===== config.mk =====
export PLATFORM = sky130hd
export DESIGN_NAME = stepper_ctrl_top
export DESIGN_NICKNAME = d
export VERILOG_FILES = /design/src/stepper_pkg.sv /design/src/cmd_decoder.sv /design/src/dda_axis.sv /design/src/dda_sequencer.sv /design/src/move_buffer.sv /design/src/step_output.sv /design/src/stepper_ctrl_top.sv
export VERILOG_INCLUDE_DIRS = /design/src
export SDC_FILE = /design/constraint.sdc
export NUM_CORES = 2
export LEC_CHECK = 0
export BUFFER_PORTS_ARGS = -buffer_cell sky130_fd_sc_hd__clkbuf_2
export CAP_MARGIN = 20
export CORE_ASPECT_RATIO = 0.75
export CORE_MARGIN = 5
export CORE_UTILIZATION = 25
export CTS_CLUSTER_SIZE = 25
export DETAILED_ROUTE_END_ITERATION = 8
export GPL_TIMING_DRIVEN = 0
export PLACE_DENSITY = 0.48
export SYNTH_ARGS = -nofsm -noshare
export SYNTH_HDL_FRONTEND = slang
export SYNTH_HIERARCHICAL = 1
export SYNTH_SLANG_ARGS = --single-unit

===== constraint.sdc =====
create_clock -name CLK -period 5.9 [get_ports CLK]
set_input_delay 1.18 -clock CLK [delete_from_list [all_inputs] [get_ports CLK]]
set_output_delay 1.18 -clock CLK [all_outputs]
set_load 0.01 [all_outputs]

===== src/stepper_settings.svh =====
`ifndef STEPPER_SETTINGS_SVH
`define STEPPER_SETTINGS_SVH

// Motor axes driven by the controller
`define NUM_AXES 2

// Width of a move duration in DDA ticks
`define MOVE_DURATION_BITS 32

// Queued moves
`define MOVE_BUFFER_DEPTH 2

// Clock cycles per DDA tick out of reset
`define DEFAULT_CLOCK_DIVISOR 8'd40

// API version reply bytes
`define VERSION_MAJOR 8'd1
`define VERSION_MINOR 8'd2
`define VERSION_PATCH 8'd0
`define VERSION_DEVEL 8'd0

`endif


===== src/stepper_pkg.sv =====
`include "stepper_settings.svh"

package stepper_pkg;

  // One host word
  typedef logic [63:0] word_t;

  // Command code, top byte of a header word
  typedef enum logic [7:0] {
    CMD_COORDINATED_STEP = 8'h01,
    CMD_MOTOR_ENABLE     = 8'h0a,
    CMD_CLK_DIVISOR      = 8'h20,
    CMD_API_VERSION      = 8'hfe
  } cmd_t;

  // One bit per axis
  typedef logic [`NUM_AXES-1:0] axis_mask_t;

  // Rate and rate delta share this type
  typedef logic signed [63:0] rate_t;

  typedef logic [`MOVE_DURATION_BITS-1:0] duration_t;

  // Signed step count
  typedef logic signed [31:0] position_t;

  typedef rate_t     rate_array_t     [`NUM_AXES];
  typedef position_t position_array_t [`NUM_AXES];

endpackage


===== src/cmd_decoder.sv =====
`timescale 1ns/1ps
`include "stepper_settings.svh"

module cmd_decoder (
  input  logic                         CLK,
  input  logic                         resetn,
  input  stepper_pkg::word_t           word_data,
  input  logic                         word_valid,
  output logic                         word_ready,
  output stepper_pkg::word_t           reply_data,
  input  logic                         buf_full,
  input  stepper_pkg::position_array_t positions,
  output logic [7:0]                   clock_divisor,
  output stepper_pkg::axis_mask_t      enable_mask,
  output stepper_pkg::axis_mask_t      buf_dir,
  output stepper_pkg::duration_t       buf_duration,
  output stepper_pkg::rate_array_t     buf_rate,
  output stepper_pkg::rate_array_t     buf_rate_delta,
  output logic                         buf_wr_duration,
  output stepper_pkg::axis_mask_t      buf_wr_rate,
  output stepper_pkg::axis_mask_t      buf_wr_delta,
  output logic                         buf_commit
);
  import stepper_pkg::*;

  // Duration word is 1, then rate and delta pairs
  localparam int LAST_WORD = 2 * `NUM_AXES + 1;

  logic [7:0] msg_header;
  logic [7:0] word_count;
  axis_mask_t dir_r;                   // Dir mask until the duration word
  position_t  snapshot [`NUM_AXES];
  logic       in_move;
  logic       accept;
  word_t      version_word;

  assign in_move = (msg_header == CMD_COORDINATED_STEP);

  // Hold off the duration word while the write slot is still queued
  assign word_ready = !(in_move && (word_count == 8'd1) && buf_full);
  assign accept     = word_valid && word_ready;

  assign version_word = {32'd0, `VERSION_DEVEL, `VERSION_MAJOR,
                         `VERSION_MINOR, `VERSION_PATCH};

  assign buf_dir      = dir_r;
  assign buf_duration = word_data[`MOVE_DURATION_BITS-1:0];

  always_comb begin
    buf_wr_duration = accept && in_move && (word_count == 8'd1);
    buf_commit      = accept && in_move && (word_count == 8'(LAST_WORD));
    for (int n = 0; n < `NUM_AXES; n++) begin
      buf_rate[n]       = word_data;
      buf_rate_delta[n] = word_data;
      buf_wr_rate[n]    = accept && in_move && (word_count == 8'(2 * n + 2));
      buf_wr_delta[n]   = accept && in_move && (word_count == 8'(2 * n + 3));
    end
  end

  // Positions frozen at the move header, read back during the move
  always_ff @(posedge CLK) begin
    if (accept && !in_move && (word_data[63:56] == CMD_COORDINATED_STEP)) begin
      for (int n = 0; n < `NUM_AXES; n++) begin
        snapshot[n] <= positions[n];
      end
    end
  end

  always_ff @(posedge CLK) begin
    if (resetn) begin
      msg_header    <= 8'd0;
      word_count    <= 8'd0;
      dir_r         <= '0;
      enable_mask   <= '0;
      clock_divisor <= `DEFAULT_CLOCK_DIVISOR;
      reply_data    <= '0;
    end else if (accept) begin
      reply_data <= '0;  // Default reply
      if (!in_move) begin
        case (word_data[63:56])
          CMD_COORDINATED_STEP: begin
            msg_header <= word_data[63:56];
            word_count <= 8'd1;
            dir_r      <= word_data[`NUM_AXES-1:0];
          end
          CMD_MOTOR_ENABLE: begin
            enable_mask <= word_data[`NUM_AXES-1:0];
          end
          CMD_CLK_DIVISOR: begin
            // Zero would stall the tick divider
            clock_divisor <= (word_data[7:0] == 8'd0) ? 8'd1 : word_data[7:0];
          end
          CMD_API_VERSION: begin
            reply_data <= version_word;
          end
          default: ;  // Unknown header, reply stays zero
        endcase
      end else begin
        word_count <= word_count + 8'd1;
        if (word_count == 8'd1) begin
          reply_data <= 64'(snapshot[0]);  // Sign extended
        end
        // Delta word of axis n returns axis n+1
        for (int n = 0; n < `NUM_AXES - 1; n++) begin
          if (word_count == 8'(2 * n + 3)) begin
            reply_data <= 64'(snapshot[n + 1]);
          end
        end
        if (buf_commit) begin
          msg_header <= 8'd0;
          word_count <= 8'd0;
        end
      end
    end
  end

  // Back-pressure must keep a commit off a queued slot
  a_no_commit_when_full: assert property (
    @(posedge CLK) disable iff (resetn) buf_commit |-> !buf_full
  );

endmodule


===== src/dda_axis.sv =====
`timescale 1ns/1ps

module dda_axis (
  input  logic               CLK,
  input  logic               resetn,
  input  logic               dda_tick,
  input  logic               load_move,
  input  logic               executing,
  input  stepper_pkg::rate_t rate,
  input  stepper_pkg::rate_t rate_delta,
  output logic               step_req
);
  import stepper_pkg::*;

  logic [63:0] acc;
  rate_t       cur_rate;
  rate_t       cur_delta;  // Ramp of the running move
  logic [64:0] acc_sum;
  logic        advance;

  assign advance  = dda_tick && executing;
  assign acc_sum  = {1'b0, acc} + {1'b0, cur_rate};
  assign step_req = advance && acc_sum[64];  // Carry out of bit 63

  always_ff @(posedge CLK) begin
    if (resetn) begin
      acc       <= '0;
      cur_rate  <= '0;
      cur_delta <= '0;
    end else if (load_move) begin
      acc       <= '0;
      cur_rate  <= rate;
      cur_delta <= rate_delta;  // Head slot moves on after the load
    end else if (advance) begin
      acc      <= acc_sum[63:0];
      cur_rate <= cur_rate + cur_delta;  // Ramp for the next tick
    end
  end

endmodule


===== src/dda_sequencer.sv =====
`timescale 1ns/1ps

module dda_sequencer (
  input  logic                   CLK,
  input  logic                   resetn,
  input  logic [7:0]             clock_divisor,
  input  logic                   move_valid,
  input  stepper_pkg::duration_t move_duration,
  output logic                   move_ready,
  output logic                   dda_tick,
  output logic                   load_move,
  output logic                   executing,
  output logic                   move_done
);
  import stepper_pkg::*;

  logic [7:0] div_cnt;
  duration_t  ticks_left;
  logic       running;
  logic       done_r;

  // Free-running tick, one cycle in clock_divisor
  assign dda_tick = (div_cnt == 8'd0);

  always_ff @(posedge CLK) begin
    if (resetn) begin
      div_cnt <= 8'd0;
    end else if (div_cnt >= clock_divisor - 8'd1) begin
      div_cnt <= 8'd0;
    end else begin
      div_cnt <= div_cnt + 8'd1;
    end
  end

  // Gap cycle after done keeps move_done a single pulse
  assign move_ready = !running && !done_r && move_valid;
  assign load_move  = move_ready;
  assign executing  = running;
  assign move_done  = done_r;

  always_ff @(posedge CLK) begin
    if (resetn) begin
      running    <= 1'b0;
      ticks_left <= '0;
      done_r     <= 1'b0;
    end else begin
      done_r <= 1'b0;
      if (load_move) begin
        ticks_left <= move_duration;
        running    <= (move_duration != '0);
        done_r     <= (move_duration == '0);  // Empty move ends at once
      end else if (running && dda_tick) begin
        ticks_left <= ticks_left - 1'b1;
        if (ticks_left == duration_t'(1)) begin
          running <= 1'b0;
          done_r  <= 1'b1;
        end
      end
    end
  end

  a_done_one_cycle: assert property (
    @(posedge CLK) disable iff (resetn) move_done |=> !move_done
  );

endmodule


===== src/move_buffer.sv =====
`timescale 1ns/1ps
`include "stepper_settings.svh"

module move_buffer (
  input  logic                     CLK,
  input  logic                     resetn,
  input  stepper_pkg::axis_mask_t  buf_dir,
  input  stepper_pkg::duration_t   buf_duration,
  input  stepper_pkg::rate_array_t buf_rate,
  input  stepper_pkg::rate_array_t buf_rate_delta,
  input  logic                     buf_wr_duration,
  input  stepper_pkg::axis_mask_t  buf_wr_rate,
  input  stepper_pkg::axis_mask_t  buf_wr_delta,
  input  logic                     buf_commit,
  input  logic                     move_ready,
  output logic                     buf_full,
  output logic                     buffer_dtr,
  output logic                     move_valid,
  output stepper_pkg::axis_mask_t  move_dir,
  output stepper_pkg::duration_t   move_duration,
  output stepper_pkg::rate_array_t move_rate,
  output stepper_pkg::rate_array_t move_rate_delta
);
  import stepper_pkg::*;

  localparam int DEPTH = `MOVE_BUFFER_DEPTH;
  localparam int IDX_W = (DEPTH > 1) ? $clog2(DEPTH) : 1;

  axis_mask_t       slot_dir      [DEPTH];
  duration_t        slot_duration [DEPTH];
  rate_array_t      slot_rate     [DEPTH];
  rate_array_t      slot_delta    [DEPTH];
  logic [DEPTH-1:0] slot_full;
  logic [IDX_W-1:0] wr_idx;
  logic [IDX_W-1:0] rd_idx;

  function automatic logic [IDX_W-1:0] next_idx(input logic [IDX_W-1:0] idx);
    return (idx == IDX_W'(DEPTH - 1)) ? '0 : idx + 1'b1;
  endfunction

  always_ff @(posedge CLK) begin
    if (buf_wr_duration) begin
      slot_dir[wr_idx]      <= buf_dir;
      slot_duration[wr_idx] <= buf_duration;
    end
    for (int n = 0; n < `NUM_AXES; n++) begin
      if (buf_wr_rate[n])  slot_rate[wr_idx][n]  <= buf_rate[n];
      if (buf_wr_delta[n]) slot_delta[wr_idx][n] <= buf_rate_delta[n];
    end
  end

  // Commit and take never hit the same slot
  always_ff @(posedge CLK) begin
    if (resetn) begin
      slot_full <= '0;
      wr_idx    <= '0;
      rd_idx    <= '0;
    end else begin
      if (buf_commit) begin
        slot_full[wr_idx] <= 1'b1;
        wr_idx            <= next_idx(wr_idx);
      end
      if (move_ready) begin
        slot_full[rd_idx] <= 1'b0;
        rd_idx            <= next_idx(rd_idx);
      end
    end
  end

  assign buf_full        = slot_full[wr_idx];
  assign buffer_dtr      = ~&slot_full;   // Some slot free
  assign move_valid      = slot_full[rd_idx];
  assign move_dir        = slot_dir[rd_idx];
  assign move_duration   = slot_duration[rd_idx];
  assign move_rate       = slot_rate[rd_idx];
  assign move_rate_delta = slot_delta[rd_idx];

  a_ready_needs_valid: assert property (
    @(posedge CLK) disable iff (resetn) move_ready |-> move_valid
  );

endmodule


===== src/step_output.sv =====
`timescale 1ns/1ps
`include "stepper_settings.svh"

module step_output (
  input  logic                         CLK,
  input  logic                         resetn,
  input  stepper_pkg::axis_mask_t      step_req,
  input  stepper_pkg::axis_mask_t      move_dir,
  input  logic                         load_move,
  input  stepper_pkg::axis_mask_t      enable_mask,
  output stepper_pkg::axis_mask_t      step,
  output stepper_pkg::axis_mask_t      dir,
  output stepper_pkg::axis_mask_t      enable,
  output stepper_pkg::position_array_t positions
);

  always_ff @(posedge CLK) begin
    if (resetn) begin
      step   <= '0;
      dir    <= '0;
      enable <= '0;
      for (int n = 0; n < `NUM_AXES; n++) begin
        positions[n] <= '0;
      end
    end else begin
      step   <= step_req;     // One cycle pulse per request
      enable <= enable_mask;
      if (load_move) begin
        dir <= move_dir;      // Held for the whole move
      end
      // Dir is already latched when the first request comes
      for (int n = 0; n < `NUM_AXES; n++) begin
        if (step_req[n]) begin
          positions[n] <= dir[n] ? positions[n] + 32'sd1 : positions[n] - 32'sd1;
        end
      end
    end
  end

endmodule


===== src/stepper_ctrl_top.sv =====
`timescale 1ns/1ps
`include "stepper_settings.svh"

module stepper_ctrl_top (
  input  logic                    CLK,
  input  logic                    resetn,
  input  stepper_pkg::word_t      word_data,
  input  logic                    word_valid,
  output logic                    word_ready,
  output stepper_pkg::word_t      reply_data,
  output stepper_pkg::axis_mask_t step,
  output stepper_pkg::axis_mask_t dir,
  output stepper_pkg::axis_mask_t enable,
  output logic                    move_done,
  output logic                    buffer_dtr
);
  import stepper_pkg::*;

  logic [7:0]      clock_divisor;
  axis_mask_t      enable_mask;
  position_array_t positions;

  // Decoder into the write slot
  axis_mask_t  buf_dir;
  duration_t   buf_duration;
  rate_array_t buf_rate;
  rate_array_t buf_rate_delta;
  logic        buf_wr_duration;
  axis_mask_t  buf_wr_rate;
  axis_mask_t  buf_wr_delta;
  logic        buf_commit;
  logic        buf_full;

  // Head of the buffer
  logic        move_valid;
  logic        move_ready;
  axis_mask_t  move_dir;
  duration_t   move_duration;
  rate_array_t move_rate;
  rate_array_t move_rate_delta;

  logic        dda_tick;
  logic        load_move;
  logic        executing;
  axis_mask_t  step_req;

  cmd_decoder u_decoder (
    .CLK, .resetn, .word_data, .word_valid, .word_ready, .reply_data,
    .buf_full, .positions, .clock_divisor, .enable_mask,
    .buf_dir, .buf_duration, .buf_rate, .buf_rate_delta,
    .buf_wr_duration, .buf_wr_rate, .buf_wr_delta, .buf_commit
  );

  move_buffer u_buffer (
    .CLK, .resetn, .buf_dir, .buf_duration, .buf_rate, .buf_rate_delta,
    .buf_wr_duration, .buf_wr_rate, .buf_wr_delta, .buf_commit, .move_ready,
    .buf_full, .buffer_dtr, .move_valid, .move_dir, .move_duration,
    .move_rate, .move_rate_delta
  );

  dda_sequencer u_sequencer (
    .CLK, .resetn, .clock_divisor, .move_valid, .move_duration,
    .move_ready, .dda_tick, .load_move, .executing, .move_done
  );

  for (genvar n = 0; n < `NUM_AXES; n++) begin : g_axis
    dda_axis u_axis (
      .CLK, .resetn, .dda_tick, .load_move, .executing,
      .rate       (move_rate[n]),
      .rate_delta (move_rate_delta[n]),
      .step_req   (step_req[n])
    );
  end

  step_output u_output (
    .CLK, .resetn, .step_req, .move_dir, .load_move, .enable_mask,
    .step, .dir, .enable, .positions
  );

endmodule


== Yosys cells after proc, flatten, opt, wreduce, memory -nomap -nowiden ==
Memories as Yosys holds them, arrays and structs flattened. A register that Yosys moved wholly into a read port is not among the register bits.
Cells that the tools add are included.

* Flip-flop bits (word level): 462
* Bits in latches: 0
* Bits in writable memories: 644
* ROM bits: 0
* Input port bits: 67
* Output and inout bits: 73
* Word-level logic and storage cells: 154
* Memories kept: 5

* Add/subtract/negate cells: 14
* $mul: 0
* Div/mod/pow operators: 0
* $lt $le $gt $ge: 5
* Equal/unequal tests: 12
* Shifts and indexed selects: 0
* Muxes and demuxes: 54
* Bitwise gates (word level): 4
* Reductions and logical operators: 39

{| class="wikitable"
|+ Memory list
! memory !! words !! width !! read ports !! clocked after memory_dff !! write ports !! RTL line !! text
|-
| u_buffer.slot_delta || 2 || 128 || 1 || 1 || 1 || move_buffer.sv:32 || <nowiki>rate_array_t slot_delta [DEPTH];</nowiki>
|-
| u_buffer.slot_rate || 2 || 128 || 1 || 1 || 1 || move_buffer.sv:31 || <nowiki>rate_array_t slot_rate [DEPTH];</nowiki>
|-
| u_buffer.slot_duration || 2 || 32 || 1 || 1 || 1 || move_buffer.sv:30 || <nowiki>duration_t slot_duration [DEPTH];</nowiki>
|-
| u_decoder.snapshot || 2 || 32 || 2 || 0 || 2 || cmd_decoder.sv:32 || <nowiki>position_t snapshot [`NUM_AXES];</nowiki>
|-
| u_buffer.slot_dir || 2 || 2 || 1 || 1 || 1 || move_buffer.sv:29 || <nowiki>axis_mask_t slot_dir [DEPTH];</nowiki>
|}

{| class="wikitable"
|+ Operators with widths
! operator !! number
|-
| $mux 64 || 7
|-
| $add 64x64->65 || 2
|-
| $add 64x64->64 || 2
|-
| $mux 32 || 4
|-
| $add 32x2->32 const B || 2
|-
| $sub 32x2->32 const B || 2
|-
| $mux 8 || 7
|-
| $eq 32x1->1 const B || 1
|-
| $logic_not 32->1 || 1
|-
| $reduce_bool 32->1 || 1
|-
| $sub 32x1->32 const B || 1
|-
| $mux 1 || 30
|-
| $eq 8x1->1 const B || 3
|-
| $logic_and 1x1->1 || 18
|-
| $mux 17 || 1
|-
| $add 8x1->8 const B || 2
|-
| $eq 8x2->1 const B || 2
|-
| $eq 8x3->1 const B || 2
|-
| $logic_not 8->1 || 2
|-
| $reduce_and 3->1 || 4
|-
| $eq 8x4->1 const B || 1
|-
| $eq 8x6->1 const B || 1
|-
| $eq 8x8->1 const B || 1
|-
| $ge 8x8->1 || 1
|-
| 15 further kinds || 30
|}

== Depth between registers and ports, before layout ==
* Word-level depth: 11
* Depth in mapped cells: 19
* Gate-level depth less buffers: 18

== By module ==
Netlist, hierarchy kept.

{| class="wikitable"
|+ By module, submodules not included
! module !! times used !! cells an instance !! area an instance (um^2) !! sequential area each (um^2)
|-
| move_buffer || 1 || 934 || 21539.4 || 17516.8
|-
| dda_axis at g_axis[1].u_axis || 1 || 1915 || 14642.8 || 3843.7
|-
| dda_axis at g_axis[0].u_axis || 1 || 1915 || 14483.9 || 3843.7
|-
| cmd_decoder || 1 || 690 || 7121.8 || 3123.0
|-
| step_output || 1 || 638 || 5462.7 || 1401.3
|-
| dda_sequencer || 1 || 333 || 2700.1 || 840.8
|}

== Worst setup path after synthesis ==
Ideal clock, no wire load.

* Path type: input to register
* From: input word_valid
* To: memory u_buffer/slot_delta[0][0] (netlist name) (enable)
* Setup time: 494 ps
* Arrival: 4699 ps
* Required time: 5406 ps
* Setup slack: 707 ps
* Stages: 5
* Buffers on the path: 2
* Path through: buf_2 -> nand2_1 -> nor2_1 -> buf_4 -> nor2b_1

* Longest elaborated chain between the ends: 5

{| class="wikitable"
|+ RTL lines
! what !! RTL line !! text
|-
| start: declaration || stepper_ctrl_top.sv:8 || <nowiki>input logic word_valid,</nowiki>
|-
| $logic_and 1x1->1 || cmd_decoder.sv:41 || <nowiki>assign accept = word_valid && word_ready;</nowiki>
|-
| $logic_and 1x1->1 (2 in a row) || - ||
|-
| net buf_commit || stepper_ctrl_top.sv:31 || <nowiki>logic buf_commit;</nowiki>
|-
| $mux 1 || move_buffer.sv:48 || <nowiki>if (buf_wr_delta[n]) slot_delta[wr_idx][n] <= buf_rate_delta[n];</nowiki>
|-
| $mux 1 (not written as such) || move_buffer.sv:48 ||
|-
| end: declaration || move_buffer.sv:32 ||
|}

The timed path passes the listed nets, and every way through them passes these cells.

== Worst setup path after layout ==
* From: register g_axis[0].u_axis.cur_rate[28]
* To: register u_output/positions[49] (netlist name)

* Longest elaborated chain between the ends: 2

{| class="wikitable"
|+ RTL lines
! what !! RTL line !! text
|-
| start: declaration || dda_axis.sv:16 || <nowiki>rate_t cur_rate;</nowiki>
|-
| start signal: assignment || dda_axis.sv:32 || <nowiki>cur_rate <= rate;</nowiki>
|-
| start signal: assignment || dda_axis.sv:36 || <nowiki>cur_rate <= cur_rate + cur_delta;</nowiki>
|-
| $add 64x64->65 || dda_axis.sv:22 || <nowiki>assign acc_sum = {1'b0, acc} + {1'b0, cur_rate};</nowiki>
|-
| $logic_and 1x1->1 || dda_axis.sv:23 || <nowiki>assign step_req = advance && acc_sum[64];</nowiki>
|-
| net step_req[0] || stepper_ctrl_top.sv:45 || <nowiki>axis_mask_t step_req;</nowiki>
|-
| end signal: indexed assignment || step_output.sv:34 || <nowiki>positions[n] <= dir[n] ? positions[n] + 32'sd1 : positions[n] - 32'sd1;</nowiki>
|-
| end: declaration || step_output.sv:14 || <nowiki>output stepper_pkg::position_array_t positions</nowiki>
|}

The timed path passes the listed nets, and every way through them passes these cells.
A chain may end at the register's enable or synchronous reset.

==> metrics.txt <==
status complete, no violations; critical path fanouts, max 10; routed vias 50020; Die Height 454.8 um; Port Buf Inserts 90; CTS Buf Count 143; Hold WC Path Type reg2reg; Initial Util 0.2509; Placement Setup Slack -1.028 ns; ANT nets after route 0; largest net degree at the start of global routing 55; largest cells by area after synthesis edfxtp_1 29%, dfxtp_1 17%, ha_1 6.3%; crit path to u_output/positions[49]; gpl congestion 0.9339; Lkg Pwr 0.02869 uW; simple-gate share of the synthesized area 0.1249; drt pass-1 iters 6; post-synthesis cell type count 131; Bufs on Longest Clock Path 4; Max Cap Viol 0; Mapped Nets 6829; arrival time at the worst endpoint 6.27 ns; Rel. slew slack 0.1432; FP Rows 163; Skew-Pair Late Insertion Delay 0.85 ns; first-pass GRT wire length 322.8 mm; DIE AREA 0.2743 mm2; cts hold-fix bufs 0; Ys Warns 6; DP HPWL 170.2 mm; Post-Place Cell Area 0.07140 mm2; Post-layout nets 7101; Synth area leader edfxtp_1; Pwr Density 237.0 mW/mm2; RSZ-0062 raised after global routing no; max-slew violations 0; min Tclk post-route 5.650 ns; crit end category flop; synthesized area per cell 10.26 um2; layout cells sized above 1 0.1717; Post-synth top cells 644 x edfxtp_1, 597 x nand2_1, 580 x a21oi_1; worst r2r src g_axis[0].u_axis/cur_rate[28]; post-synthesis adder-cell area fraction 0.06462; sequential element share of the synthesized area 0.4635; Die W 603.1 um; Worst-path clk slew 0.07 ns; EDFF count, synth 644; Syn Std Cell Area 0.06595 mm2; drt total wl 222.3 mm; Hold Vio Cnt, Final 0; CP Launch Type flop; Worst Tran Pin Value 1.285 ns; fmax 0.1770 GHz; Syn-to-layout area delta 15.49%; Overflow after GRT 0; drt via density 4.870; Layout Skew 0.1014 ns; Overall Global Routing Usage 0.1563; DR DRC count 0; share of the synthesized area in the top cell type 0.2932; dominant combinational cell family by area after synthesis compound AO/OA/AOI/OAI gates; io pins 140; mux cell area share after synthesis 0.08329; Hold Path Origin u_output/positions[49]; clk sinks 1205; CTS Root Cell clkbuf_16; FF-to-FF End u_output/positions[49]; crit path launch g_axis[0].u_axis/cur_rate[28]; # setup viols final 0; Max VDD drop 0.0001914 V; final core occ 0.2897; # fillers 27460; core footprint 0.2629 mm2; H-tree Lvls 4; R2R depth 16; Synth Area in XOR/XNOR 0.03546; Synth Area in Compound Gates 0.1644; most numerous cell in the Yosys netlist edfxtp_1; FF-to-FF setup slack 0.25 ns; vias in the first global route 48030; asr flop ratio synth 0; FF+latch count, synth 1205; fin crit share 0.9577; final setup margin 0.2496 ns; Req. time, crit path 6.52 ns; critical path class reg2reg; Top FF cell, synth edfxtp_1; Post-Syn Instances 6425; final non-filler cell area 0.07616 mm2; Avg WL per Cell 21.65 um; initial antenna violation count 23; Starting DRT DRC Count 4399; CTS tree done
critical path, cell delays in order (launching register included):
cell	delay, ns
dfxtp_1	0.35
ha_1	0.28
buf_2	0.17
nand4_1	0.27
nor4_1	0.59
o2111a_1	0.43
o311ai_1	0.21
a31o_2	0.29
a22o_1	0.26
o21ai_1	0.34
nand3_1	0.19
a21oi_1	0.22
o21a_2	0.35
clkbuf_1	0.50
clkbuf_1	0.65
mux2i_1	0.26
nor2_1	0.05
repair_timing:
action                                  CTS  global route
endpoints found under the setup margin   66            39
setup buffers                             0             2
gates resized for setup                  11             5
layer usage:
metal | track usage | share of wire | wire (um) | vias up
met5 | 0 | 0.00017 | 37 | -
met4 | 0.03654 | 0.024 | 5309 | 6
met3 | 0.03673 | 0.075 | 16630 | 248
met2 | 0.2225 | 0.40 | 89570 | 1476
met1 | 0.2363 | 0.50 | 110800 | 24430
li1 | - | - | - | 23860
through the flow:
stage / setup TNS (ns) / cells / hold slack, ns / total power, uW
after floorplan: 0 / 6425 / 0.4228 / 9214
after global placement: -768.74 / 9980 / 0.4341 / 9342
after detailed placement: -47.79 / 10010 / 0.4424 / 9357
after CTS: 0 / 10260 / 0.4373 / 18340
after global routing: 0 / 10270 / 0.4583 / 18690
final: 0 / 10270 / 0.4395 / 18050
cell usage in the layout (no fill, tap or decap), drive strengths merged, types with 67 or more instances in the layout:
master and instances:
xnor2 171, dfxtp 561, nand3 94, inv 117, ha 331, mux2 295, o21ai 309, nor2 513
buf 465, xor2 96, a21oi 588, nor3 86, a21o 192, edfxtp 644, clkbuf 477, a31oi 67
nand4 89, nand2 602, mux2i 179
cell type report:
type,instances,area (um2),area share
well taps,3465,4335,0.05692
plain buffers,630,3832,0.05032
clock buffers,187,3908,0.05130
diodes,5,12.51,0.0001643
repair buffers,128,1162,0.01526
multi-input cells,4475,31260,0.4104
clock inverters,62,660.6,0.008674
inverters,114,427.9,0.005618
flip-flops and latches,1205,30570,0.4014
power by group:
part	internal (uW)	total [uW]	switching, uW
clock	5200	8870	3680
combinational	147	364	216
sequential	8810	8820	3.08
total	14200	18100	3890
worst min-delay path by stage:
stage                                        endpoint  cells after the start
after CTS                 u_buffer/slot_delta[0][105]                      1
final                       u_decoder/snapshot[0][17]                      0
after global routing      u_buffer/slot_delta[1][105]                      1
after global placement        u_buffer/slot_dir[1][0]                      0
after detailed placement    u_decoder/snapshot[0][63]                      0
after floorplan             u_decoder/snapshot[0][63]                      0
state kept, by name (all words and copies together) (netlist names), 32 cells and up, named ones only:
name                     cells
u_buffer/slot_delta        256
u_buffer/slot_rate         256
g_axis.u_axis/acc          128
g_axis.u_axis/cur_delta    128
g_axis.u_axis/cur_rate     128
u_buffer/slot_duration      64
u_decoder/snapshot          64
u_output/positions          64
u_decoder/reply_data        32
u_sequencer/ticks_left      32
cell families after synthesis:
group                    count (synthesis)
AO/OA/AOI/OAI                         1664
buffers and inverters                  745
adder cells (fa/ha/maj)                337
AND/OR/NAND/NOR                       1733
multiplexers                           474
flip-flops                            1205
XOR/XNOR                               267
Note: power is estimated with default switching activity, not from simulation.
